**src/design/draw_macros.svh**
```systemverilog
`ifndef DRAW_MACROS_SVH
`define DRAW_MACROS_SVH

// *************************************************************************
// Project wide widths
// *************************************************************************

// Memory byte address on the write port
`define DRAW_ADDR_W 24

// Pixel color and write data
`define DRAW_PIXEL_W 32

// Bitmap x and y coordinates
`define DRAW_COORD_W 14

// *************************************************************************
// Write cache sizing
// *************************************************************************

`define DRAW_FIFO_DEPTH 64  // Entries in the write cache RAM

// Fill count that raises busy, leaves room for pixels still in the pipe
`define DRAW_FIFO_AFULL 48

`endif
```
**src/design/draw_pkg.sv**
```systemverilog
`include "draw_macros.svh"

package draw_pkg;

    // *************************************************************************
    // Bitmap geometry, static while a fill runs
    // *************************************************************************
    typedef struct packed {
        logic [2:0]         pixel_bytes;  // 4, 2 or 1 bytes per pixel
        logic [31:0]        mem_addr;     // Pixel address of position 0x0
        logic signed [15:0] width;        // Bitmap width in pixels
        logic signed [15:0] height;       // Bitmap height in pixels
    } disp_cfg_t;

    // One drawn pixel
    typedef struct packed {
        logic                     valid;
        logic [`DRAW_COORD_W-1:0] x;
        logic [`DRAW_COORD_W-1:0] y;
        logic [`DRAW_PIXEL_W-1:0] color;
    } pixel_t;

    // One memory write, as it sits in the cache
    typedef struct packed {
        logic [`DRAW_ADDR_W-1:0]  addr;   // Byte address
        logic [`DRAW_PIXEL_W-1:0] data;
    } mem_write_t;

    // Fill sequencer states
    typedef enum logic [1:0] {
        SEQ_IDLE,         // Waiting for a button
        SEQ_FRAME_START,  // Rewind to 0x0, sample the mode
        SEQ_FILL          // Raster walk over the bitmap
    } seq_state_t;

    // Fill opcode
    typedef enum logic {
        FILL_RANDOM  = 1'b0,  // Snow from the random generator
        FILL_COUNTER = 1'b1   // Pattern from the pixel counter
    } fill_mode_t;

endpackage

```
**src/design/pattern_draw_top.sv**
```systemverilog
`timescale 1ns/1ns
`include "draw_macros.svh"

// Test pattern drawing into a memory mapped bitmap
module pattern_draw_top (
    input  logic                     CMD_CLK,
    input  logic                     reset,
    input  logic [1:0]               buttons,     // Active low
    input  draw_pkg::disp_cfg_t      disp_cfg,
    input  logic                     write_busy,
    output logic                     write_req,
    output logic [`DRAW_ADDR_W-1:0]  write_adr,
    output logic [`DRAW_PIXEL_W-1:0] write_data,
    output logic [`DRAW_PIXEL_W-1:0] rnd_out      // Random value for other users
);

    import draw_pkg::*;

    logic [`DRAW_PIXEL_W-1:0] rnd;
    pixel_t                   pix;         // Sequencer to address pipe
    mem_write_t               wr;          // Address pipe to cache
    logic                     wr_push;
    logic                     cache_busy;  // Back-pressure to the sequencer

    assign rnd_out = rnd;

    // *************************************************************************
    // Pattern source
    // *************************************************************************
    rnd_gen rnd_gen_i (
        .CMD_CLK (CMD_CLK),
        .reset   (reset),
        .rnd     (rnd)
    );

    pattern_sequencer pattern_sequencer_i (
        .CMD_CLK    (CMD_CLK),
        .reset      (reset),
        .buttons    (buttons),
        .disp_cfg   (disp_cfg),
        .rnd        (rnd),
        .cache_busy (cache_busy),
        .pix        (pix)
    );

    // *************************************************************************
    // Address generation and memory write port
    // *************************************************************************
    pixel_addr_pipe pixel_addr_pipe_i (
        .CMD_CLK  (CMD_CLK),
        .reset    (reset),
        .pix      (pix),
        .disp_cfg (disp_cfg),
        .wr       (wr),
        .wr_push  (wr_push)
    );

    write_cache write_cache_i (
        .CMD_CLK    (CMD_CLK),
        .reset      (reset),
        .wr         (wr),
        .wr_push    (wr_push),
        .write_busy (write_busy),
        .cache_busy (cache_busy),
        .write_req  (write_req),
        .write_adr  (write_adr),
        .write_data (write_data)
    );

endmodule

```
**src/design/write_cache.sv**
```systemverilog
`timescale 1ns/1ns
`include "draw_macros.svh"

// Show-ahead write FIFO with a registered output stage on the memory port
module write_cache (
    input  logic                      CMD_CLK,
    input  logic                      reset,
    input  draw_pkg::mem_write_t      wr,
    input  logic                      wr_push,
    input  logic                      write_busy,  // Memory cannot take a write
    output logic                      cache_busy,  // Almost full
    output logic                      write_req,
    output logic [`DRAW_ADDR_W-1:0]   write_adr,
    output logic [`DRAW_PIXEL_W-1:0]  write_data
);

    import draw_pkg::*;

    mem_write_t                          mem [`DRAW_FIFO_DEPTH];  // Cache RAM
    logic [$clog2(`DRAW_FIFO_DEPTH)-1:0] wr_ptr;
    logic [$clog2(`DRAW_FIFO_DEPTH)-1:0] rd_ptr;
    logic [$clog2(`DRAW_FIFO_DEPTH):0]   fifo_count;              // 0 to depth
    logic                                fifo_full;
    logic                                fifo_empty;
    logic                                fifo_push;
    logic                                fifo_pop;
    logic                                stage_full;  // Output stage holds an entry
    mem_write_t                          stage_q;

    // *************************************************************************
    // FIFO flags and strobes
    // *************************************************************************
    assign fifo_full  = fifo_count == `DRAW_FIFO_DEPTH;
    assign fifo_empty = fifo_count == 0;
    assign cache_busy = fifo_count >= `DRAW_FIFO_AFULL;

    assign fifo_push = wr_push && !fifo_full;  // Overflow protection

    // Refill the stage when it is empty or its entry leaves this cycle
    assign fifo_pop  = !fifo_empty && (!stage_full || !write_busy);

    // Transfer on every cycle the stage is loaded and memory is free
    assign write_req = stage_full && !write_busy;

    // RAM write side
    always_ff @(posedge CMD_CLK) begin
        if (fifo_push) begin
            mem[wr_ptr] <= wr;
        end
    end

    // Pointers and fill count
    always_ff @(posedge CMD_CLK) begin
        if (reset) begin
            wr_ptr     <= '0;
            rd_ptr     <= '0;
            fifo_count <= '0;
        end else begin
            if (fifo_push) wr_ptr <= wr_ptr + 1'b1;  // Wraps at depth
            if (fifo_pop)  rd_ptr <= rd_ptr + 1'b1;
            case ({fifo_push, fifo_pop})
                2'b10:   fifo_count <= fifo_count + 1'b1;
                2'b01:   fifo_count <= fifo_count - 1'b1;
                default: fifo_count <= fifo_count;   // Both or neither
            endcase
        end
    end

    // *************************************************************************
    // Output stage
    // *************************************************************************
    always_ff @(posedge CMD_CLK) begin
        if (reset) begin
            stage_full <= 1'b0;
        end else if (fifo_pop) begin
            stage_full <= 1'b1;
        end else if (write_req) begin
            stage_full <= 1'b0;                      // Drained, nothing behind it
        end
    end

    // Show-ahead read, entry held while memory is busy
    always_ff @(posedge CMD_CLK) begin
        if (fifo_pop) begin
            stage_q <= mem[rd_ptr];
        end
    end

    assign write_adr  = stage_q.addr;
    assign write_data = stage_q.data;

endmodule

```
**src/design/pixel_addr_pipe.sv**
```systemverilog
`timescale 1ns/1ns
`include "draw_macros.svh"

// Pixel coordinates to byte address, two register stages
module pixel_addr_pipe (
    input  logic                CMD_CLK,
    input  logic                reset,
    input  draw_pkg::pixel_t    pix,
    input  draw_pkg::disp_cfg_t disp_cfg,
    output draw_pkg::mem_write_t wr,
    output logic                wr_push     // Write strobe into the cache
);

    import draw_pkg::*;

    logic [1:0]               byte_shift;  // log2 of bytes per pixel
    logic                     valid_s1;
    logic [`DRAW_ADDR_W-1:0]  row_base_s1; // Address of pixel 0 of the row
    logic [`DRAW_COORD_W-1:0] x_s1;
    logic [`DRAW_PIXEL_W-1:0] color_s1;

    // Bytes per pixel to address shift
    always_comb begin
        case (disp_cfg.pixel_bytes)
            3'd2:    byte_shift = 2'd1;
            3'd4:    byte_shift = 2'd2;
            default: byte_shift = 2'd0;    // 8 bit pixels
        endcase
    end

    // *************************************************************************
    // Stage 1, row base from y
    // *************************************************************************
    always_ff @(posedge CMD_CLK) begin
        if (reset) begin
            valid_s1 <= 1'b0;
        end else begin
            valid_s1 <= pix.valid;
        end
        // Low address bits only, upper bits fall off later anyway
        row_base_s1 <= `DRAW_ADDR_W'(disp_cfg.mem_addr + 32'(pix.y) * 32'(disp_cfg.width));
        x_s1        <= pix.x;
        color_s1    <= pix.color;             // Color rides along
    end

    // *************************************************************************
    // Stage 2, add x and scale to bytes
    // *************************************************************************
    always_ff @(posedge CMD_CLK) begin
        if (reset) begin
            wr_push <= 1'b0;
        end else begin
            wr_push <= valid_s1;
        end
        wr.addr <= (row_base_s1 + `DRAW_ADDR_W'(x_s1)) << byte_shift;
        wr.data <= color_s1;
    end

endmodule

```
**src/design/pattern_sequencer.sv**
```systemverilog
`timescale 1ns/1ns
`include "draw_macros.svh"

// Button driven fill of the whole bitmap in raster order
module pattern_sequencer (
    input  logic                     CMD_CLK,
    input  logic                     reset,
    input  logic [1:0]               buttons,     // Active low
    input  draw_pkg::disp_cfg_t      disp_cfg,
    input  logic [`DRAW_PIXEL_W-1:0] rnd,
    input  logic                     cache_busy,  // Write cache almost full
    output draw_pkg::pixel_t         pix
);

    import draw_pkg::*;

    seq_state_t              state;
    fill_mode_t              mode;        // Sampled at each frame start
    logic [1:0]              buttons_l;   // Latched buttons
    logic [`DRAW_COORD_W-1:0] x;          // Raster position of the next pixel
    logic [`DRAW_COORD_W-1:0] y;
    logic [20:0]             counter;     // Pixels drawn since idle
    logic                    x_last;
    logic                    y_last;
    logic [`DRAW_PIXEL_W-1:0] count_color;

    // *************************************************************************
    // Raster limits and pattern color
    // *************************************************************************

    // Coordinates are positive, compare as signed against the geometry
    assign x_last = $signed({2'b00, x}) >= disp_cfg.width - 16'sd1;
    assign y_last = $signed({2'b00, y}) >= disp_cfg.height - 16'sd1;

    // Two overlapping counter slices, low byte black
    assign count_color = {counter[20:13], counter[16:1], 8'h00};

    // *************************************************************************
    // Fill FSM
    // *************************************************************************
    always_ff @(posedge CMD_CLK) begin
        if (reset) begin
            state     <= SEQ_IDLE;
            buttons_l <= 2'b11;        // Released
            counter   <= '0;
            pix.valid <= 1'b0;
        end else begin
            buttons_l <= buttons;
            pix.valid <= 1'b0;         // No pixel unless one is drawn below

            case (state)
                SEQ_IDLE: begin
                    counter <= '0;
                    if (buttons_l != 2'b11) begin
                        state <= SEQ_FRAME_START;  // Any button pressed
                    end
                end

                SEQ_FRAME_START: begin
                    x    <= '0;
                    y    <= '0;
                    mode <= buttons_l[0] ? FILL_COUNTER : FILL_RANDOM;
                    if (buttons_l == 2'b11) begin
                        state <= SEQ_IDLE;         // Both released
                    end else begin
                        state <= SEQ_FILL;         // Draw another frame
                    end
                end

                SEQ_FILL: begin
                    if (!cache_busy) begin         // Hold while the cache fills up
                        pix.valid <= 1'b1;
                        pix.x     <= x;
                        pix.y     <= y;
                        pix.color <= (mode == FILL_COUNTER) ? count_color : rnd;
                        counter   <= counter + 1'b1;

                        if (!x_last) begin
                            x <= x + 1'b1;
                        end else begin
                            x <= '0;               // End of row
                            if (!y_last) begin
                                y <= y + 1'b1;
                            end else begin
                                y     <= '0;
                                state <= SEQ_FRAME_START;  // Frame done, recheck buttons
                            end
                        end
                    end
                end

                default: state <= SEQ_IDLE;
            endcase
        end
    end

endmodule

```
**src/design/rnd_gen.sv**
```systemverilog
`timescale 1ns/1ns
`include "draw_macros.svh"

// Combined cellular automaton and LFSR random source, one value per clock
module rnd_gen (
    input  logic                     CMD_CLK,
    input  logic                     reset,
    output logic [`DRAW_PIXEL_W-1:0] rnd
);

    logic [36:0] casr;       // Rule 90/150 cellular automaton
    logic [42:0] lfsr;       // Rotating LFSR
    logic [36:0] casr_next;
    logic [42:0] lfsr_next;

    // *************************************************************************
    // Next state of both registers
    // *************************************************************************

    // Rule 90 on every cell from both neighbours, cell 27 adds itself for rule 150
    assign casr_next = {casr[35:0], casr[36]}
                     ^ {casr[0], casr[36:1]}
                     ^ (37'(casr[27]) << 27);

    // Rotate left, feed the top bit into taps 41, 20 and 1
    assign lfsr_next = {lfsr[41:0], lfsr[42]}
                     ^ (43'(lfsr[42]) << 41)
                     ^ (43'(lfsr[42]) << 20)
                     ^ (43'(lfsr[42]) << 1);

    always_ff @(posedge CMD_CLK) begin
        if (reset) begin
            casr <= 37'h1_0000_0000;  // Start point 2^32, never all zero
            lfsr <= 43'h1_0000_0000;
            rnd  <= '0;
        end else begin
            casr <= casr_next;
            lfsr <= lfsr_next;
            // Output mixes the current state, lags the registers by one step
            rnd  <= lfsr[31:0] ^ casr[31:0];
        end
    end

endmodule

```
**config.mk**
```make
export PLATFORM = sky130hd
export DESIGN_NAME = pattern_draw_top
export DESIGN_NICKNAME = d
export VERILOG_FILES = /design/src/design/draw_pkg.sv /design/src/design/pattern_draw_top.sv /design/src/design/write_cache.sv /design/src/design/pixel_addr_pipe.sv /design/src/design/pattern_sequencer.sv /design/src/design/rnd_gen.sv
export VERILOG_INCLUDE_DIRS = /design/src /design/src/design
export SDC_FILE = /design/constraint.sdc
export NUM_CORES = 2
export LEC_CHECK = 0
export BUFFER_PORTS_ARGS = -buffer_cell sky130_fd_sc_hd__buf_4
export CAP_MARGIN = 25
export CORE_MARGIN = 1.5
export CORE_UTILIZATION = 55
export DETAILED_ROUTE_END_ITERATION = 16
export PLACE_DENSITY_LB_ADDON = 0.2
export SLEW_MARGIN = 20
export SYNTH_ARGS = -nofsm -noshare
export SYNTH_HDL_FRONTEND = slang
export SYNTH_SLANG_ARGS = --single-unit
```
**constraint.sdc**
```tcl
create_clock -name CMD_CLK -period 8.1 [get_ports CMD_CLK]
set_clock_uncertainty 0.2 [all_clocks]
set_input_delay 0 -clock CMD_CLK [delete_from_list [all_inputs] [get_ports CMD_CLK]]
set_output_delay 0 -clock CMD_CLK [all_outputs]
set_load 0.005 [all_outputs]
```
Word-level counts from Yosys, hierarchy flattened --
Memories as Yosys holds them, arrays and structs flattened. A register that Yosys moved wholly into a read port is not among the register bits. Cells that the tools add are included.
Storage, ports and cells: register bits after elaboration 375, memory bits (writable) 3584, memories kept 1, input bits 72
Memories:
- write_cache_i.mem | words 64, width 56, read ports 1, clocked after Yosys merged registers in 1, wr ports 1, RTL line write_cache.sv:19 | mem_write_t mem [`DRAW_FIFO_DEPTH];
Cells by class: reduce and logical (&&, ||, !) cells 21, bitwise logic cells 9, shift operators 1, magnitude comparators 3, add/subtract/negate cells 11, muxes and demuxes 24, equal/unequal tests 13, multipliers 1
Operators with widths (count):
- two-way mux 14 bit | 5
- two-way mux 61 bit | 1
- case mux 14 bit (2 select lines) | 2
- XOR 43 x 2 -> 43 bit | 1
- XOR 43 x 21 -> 43 bit | 1
- XOR 43 x 42 -> 43 bit | 1
- case mux 21 bit (2 select lines) | 1
- XOR 37 x 28 -> 37 bit | 1
- XOR 37 bit | 1
- >= comparator 15 x 16 -> 1 bit | 2
- two-way mux 32 bit | 1
- subtractor 16 x 2 -> 16 bit, second input constant | 2
- XOR 32 bit | 1
- adder 14 x 1 -> 14 bit, second input constant | 2
- adder 24 x 14 -> 24 bit | 1
- adder 24 bit | 1
- multiplier 15 x 16 -> 24 bit | 1
- << shifter 24 x 2 -> 24 bit | 1
- adder 21 x 1 -> 21 bit, second input constant | 1
- two-way mux 21 bit | 1
- case mux 7 bit (2 select lines) | 1
- adder 6 x 1 -> 6 bit, second input constant | 2
- two-way mux 2 bit | 5
- AND reduction 4 bit | 2
- 23 further kinds | 45

Logic depth before layout (Yosys ltp) --
depth after elaboration 6, gate-level depth with buffers 25

By module --
From an unflattened synthesis, not the netlist that was laid out.
Unflattened totals: cells, all modules 8224, area, all modules 160582.8 µm²
By module, submodules not included:
- write_cache | cells each 6149, area each 139453.7 µm², times used 1
- pixel_addr_pipe | cells each 1238, area each 11693.7 µm², times used 1
- pattern_sequencer | cells each 528, area each 5959.5 µm², times used 1
- rnd_gen | cells each 309, area each 3475.8 µm², times used 1

Worst setup path before layout --
Ideal clock, no wire load.
path type register to register, start point register, netlist name pattern_sequencer_i.pix[38], end point register pixel_addr_pipe_i.row_base_s1[22], arrival 5831 ps, slack 1997 ps, cell stages (with the launch flop) 22, data required time 7828 ps, setup time 72 ps, path buffers 2, cells stage by stage edfxtp_1 clkbuf_1 clkbuf_1 nand2_1 fa_1 fa_1 fa_1 inv_1 fa_1 fa_1 inv_1 fa_1 inv_1 ha_1 a21o_1 a21oi_1 nand3b_1 o211ai_1 or3b_2 a31o_2 a21oi_1 xnor2_1
Between the ends: word-level cells in the longest chain between the ends 2
Ends and longest elaborated chain:
- multiplier 15 x 16 -> 24 bit | RTL line pixel_addr_pipe.sv:41 | row_base_s1 <= `DRAW_ADDR_W'(disp_cfg.mem_addr + 32'(pix.y) * 32'(disp_cfg.width));
- adder 24 bit | RTL line pixel_addr_pipe.sv:41
- to (signal assigned) | RTL line pixel_addr_pipe.sv:41
- to (decl) | RTL line pixel_addr_pipe.sv:18 | logic [`DRAW_ADDR_W-1:0] row_base_s1;
Every way passes these cells. A chain may end at the register's enable or synchronous reset.

Final worst setup path --
start point register, netlist name pattern_sequencer_i.pix[32], end point register pixel_addr_pipe_i.row_base_s1[22]
Between the ends: word-level cells in the longest chain between the ends 2
Ends and longest elaborated chain (RTL line):
- multiplier 15 x 16 -> 24 bit | pixel_addr_pipe.sv:41
- adder 24 bit | pixel_addr_pipe.sv:41
Every way passes these cells.

==> metrics.md <==
| Metric | Value |
|---|---|
| Cell depth of the worst hold path | `7` |
| Height of the die | `about 540 um` |
| Routed wire length | `398000 um` |
| CTS tree | `done` |
| Clk root buf | `clkbuf_16` |
| HP Class | `in -> reg` |
| VDD IR max | `~0.41 mV` |
| Seq/Total Area, Yosys | `73.9%` |
| EDFF count, synth | `3729` |
| Leak pwr | `between 50 and 60 nW` |
| Largest delay share family, worst path | `buffers and inverters` |
| Yosys warnings | `0` |
| Routed vias/inst | `around 6.4` |
| Measured slew at the worst slew-check pin | `1170 ps` |
| Worst r2r dst | `pixel_addr_pipe_i.row_base_s1[22]$_DFF_P_` |
| Clk_lat worst skew | `960 ps` |
| WP data arrival | `between 8000 and 9000 ps` |
| Htree depth | `5` |
| Finished Cell Area | `approximately 0.18 sq mm` |
| Rel. slew slack | `approximately 22%` |
| Outcome | `finished clean` |
| CP bufs+invs | `4` |
| Async SR Flop Fraction | `0%` |
| Reg2Reg Depth | `19` |
| GR Overflow Total | `0` |
| Routability cong. | `a little under 0.8` |
| CP Capture Type | `flip-flop` |
| Avg WL per Cell | `between 30 and 40 um` |
| Dpl cell area | `0.166 sq mm` |
| Critical-path cell list | `and2_1, ha_1, ha_1, dlygate4sd3_1, ha_1, dlygate4sd3_1, ha_1, dlygate4sd3_1, ha_1, fa_1, a211o_1, a21boi_0, o31ai_1, o211ai_1, or3b_2, a31o_2, a21oi_1, xnor2_1, dlygate4sd3_1` |
| WP data required | `between 8000 and 9000 ps` |
| RSZ-0062 raised after global routing | `no` |
| Filler cells | `between 15000 and 20000` |
| Most used cell along the critical path | `ha_1` |
| Cell Count, Final, Fillers Out | `12000` |
| Syn avg cell area | `between 20 and 25 sq um` |
| CP max stage delay | `~720 ps` |
| Fmax | `~0.14 GHz` |
| RR Startpoint | `pattern_sequencer_i.pix[32]$_DFFE_PP_` |
| Min-delay src | `disp_cfg[29]` |
| Initial Util | `between 50 and 60%` |
| Synthesized flop and latch total | `4015` |
| DIE AREA | `0.293 sq mm` |
| Synthesized area | `between 0.15 and 0.2 sq mm` |
| Post-synth top flop | `edfxtp_1` |
| Total clock sinks | `roughly 4000` |
| Final Hold Fails | `0` |
| Vias in the first global route | `about 77000` |
| Layout area overhead | `13.2%` |
| Max-cap violations | `0` |
| TritonCTS buffer count | `~390` |
| Hold Path Sink | `pattern_sequencer_i.x[0]$_SDFFCE_PN0P_` |
| CP Max Fanout | `16` |
| Largest net degree at the start of global routing | `162` |
| Min cycle time layout | `roughly 7400 ps` |
| Layout Nets | `8243` |
| Setup TNS | `0 ps` |
| Placed cells | `11100` |
| Die width | `between 500 and 600 um` |
| R2R Setup Slk | `roughly 720 ps` |
| Deepest clock path buffer count | `4` |
| Cell variety after synth | `69` |
| Fin Hold WS | `~40 ps` |
| Final setup viols | `0` |
| Critical path class | `reg -> reg` |
| DRC viols | `0` |
| Most frequent cells in the layout | `edfxtp_1, mux4_2, clkbuf_16` |
| I/O pins | `around 160` |
| Total GRT Usage | `27.2%` |
| Place WS | `around 1300 ps` |
| Pwr/cell area | `approximately 320 mW/mm^2` |
| Initial antenna violation count | `15` |
| Pre-antenna DRT Iters | `6` |
| Slowest CP cell | `edfxtp_1` |
| Postcts setup bufs | `0` |
| CP Launch Type | `flip-flop` |
| First-pass GRT wire length | `around 560000 um` |
| Post-DP HPWL | `213000 um` |
| Row Count | `around 200` |
| Crit share post-route | `91.1%` |
| DRT antenna net count | `0` |
| Post-Syn Instances | `about 7400` |
| Core box area | `0.288 sq mm` |
| Clk slew on worst S/H paths | `60 ps` |
| Setup WS post-layout | `around 720 ps` |
| Starting DRC count in detailed routing | `roughly 10000` |
| Final Max Tran Viols | `0` |
| IO Port Bufs | `approximately 150` |
| Most common cell after layout, fill and taps aside | `edfxtp_1` |
| Via count | `77100` |
| Synthesized Nets | `between 7000 and 8000` |
| Share of cells above drive strength 1 | `a little over a quarter` |
## flip-flops by register name, summed over array words and instances (netlist names), 6 cells and up
name and flops:
rnd_gen_i.rnd 32, pattern_sequencer_i.counter 21, rnd_gen_i.lfsr 43, write_cache_i.write_adr 24
pattern_sequencer_i.x 14, write_cache_i.wr_ptr 6, pixel_addr_pipe_i.wr 56, write_cache_i.write_data 32
write_cache_i.fifo_count 7, rnd_gen_i.casr 37, pixel_addr_pipe_i.x_s1 14, pixel_addr_pipe_i.row_base_s1 24
pattern_sequencer_i.pix 61, write_cache_i.mem 3584, write_cache_i.rd_ptr 6, pattern_sequencer_i.y 14
pixel_addr_pipe_i.color_s1 32
## layout make-up
cell class,instances,area (sq um),area share (%)
clock buffer,502,10500,5.81
antenna,13,32.5,0.0180
clock inverter,224,2170,1.21
multi-input combinational,2703,39500,21.9
inverter,293,1100,0.611
timing repair buffer,448,4540,2.52
sequential,4015,118000,65.3
tap,3781,4730,2.62
## worst max path at each step
stage | from | end | cells past startpoint
after global placement | pattern_sequencer_i.pix[32]$_DFFE_PP_ | pixel_addr_pipe_i.row_base_s1[23]$_DFF_P_ | 19
after global routing | pattern_sequencer_i.pix[32]$_DFFE_PP_ | pixel_addr_pipe_i.row_base_s1[22]$_DFF_P_ | 19
final | pattern_sequencer_i.pix[32]$_DFFE_PP_ | pixel_addr_pipe_i.row_base_s1[22]$_DFF_P_ | 19
after CTS | pattern_sequencer_i.pix[32]$_DFFE_PP_ | pixel_addr_pipe_i.row_base_s1[22]$_DFF_P_ | 19
after detailed placement | pattern_sequencer_i.pix[32]$_DFFE_PP_ | pixel_addr_pipe_i.row_base_s1[23]$_DFF_P_ | 19
after floorplan | pattern_sequencer_i.pix[38]$_DFFE_PP_ | pixel_addr_pipe_i.row_base_s1[22]$_DFF_P_ | 21
## Yosys cell counts, types with 49 or more instances
cell / number / share of area [%]
edfxtp_1: 3729 / 70
mux4_2: 1176 / 17
inv_1: 293 / 0.69
dfxtp_1: 286 / 3.6
nor2_1: 276 / 0.65
clkbuf_1: 203 / 0.48
nand2_1: 195 / 0.46
fa_1: 191 / 2.4
xnor2_1: 153 / 0.84
ha_1: 126 / 0.99
and2_1: 110 / 0.43
buf_2: 82 / 0.26
nor2b_1: 64 / 0.25
xor2_1: 59 / 0.32
buf_1: 49 / 0.12
## metrics by stage
step,util (%),power (mW)
floorplan,-,35.2
global placement,57.7,38.9
detailed placement,57.8,39.2
CTS,62.4,57.2
global route,62.6,59.2
finish,62.6,57.0
## tightest hold or removal path, stage by stage
cell and delay [ps]:
buf_4 210, xor2_1 100, ha_1 190, nor2_1 90, o21a_1 180, nor2_2 150
nor2_1 120
## metal layers
metal,track usage [%],vias to the layer above,part of all wire (%)
li1,-,30800,-
met1,39.6,41500,39
met2,43.4,4057,48
met3,4.38,630,9.5
met4,7.45,6,2.8
met5,0,-,0.011
## cell families (layout without fill, tap and decap cells)
family | count (synthesis) | in the layout | share of synthesized area [%]
flops | 4015 | 4015 | 73.9
other cells | 0 | 13 | 0
buf+inv | 641 | 1467 | 1.61
mux | 1199 | 1199 | 16.8
fa+ha+maj | 317 | 317 | 3.39
simple gates | 797 | 797 | 2.38
xor+xnor | 212 | 212 | 1.17
compound gates | 178 | 178 | 0.727
## report_power, final
group | switching (mW) | total [mW] | internal, mW
combinational | 6.94 | 14.0 | 7.05
sequential | 0.893 | 25.1 | 24.2
clock | 7.77 | 17.9 | 10.1
total | 15.6 | 57.0 | 41.4
## timing repair
item,CTS,global route
gates resized for setup,0,0
hold endpoints to repair,290,0
hold buffers,72,0
No activity file was read; power rests on OpenSTA's default activity.
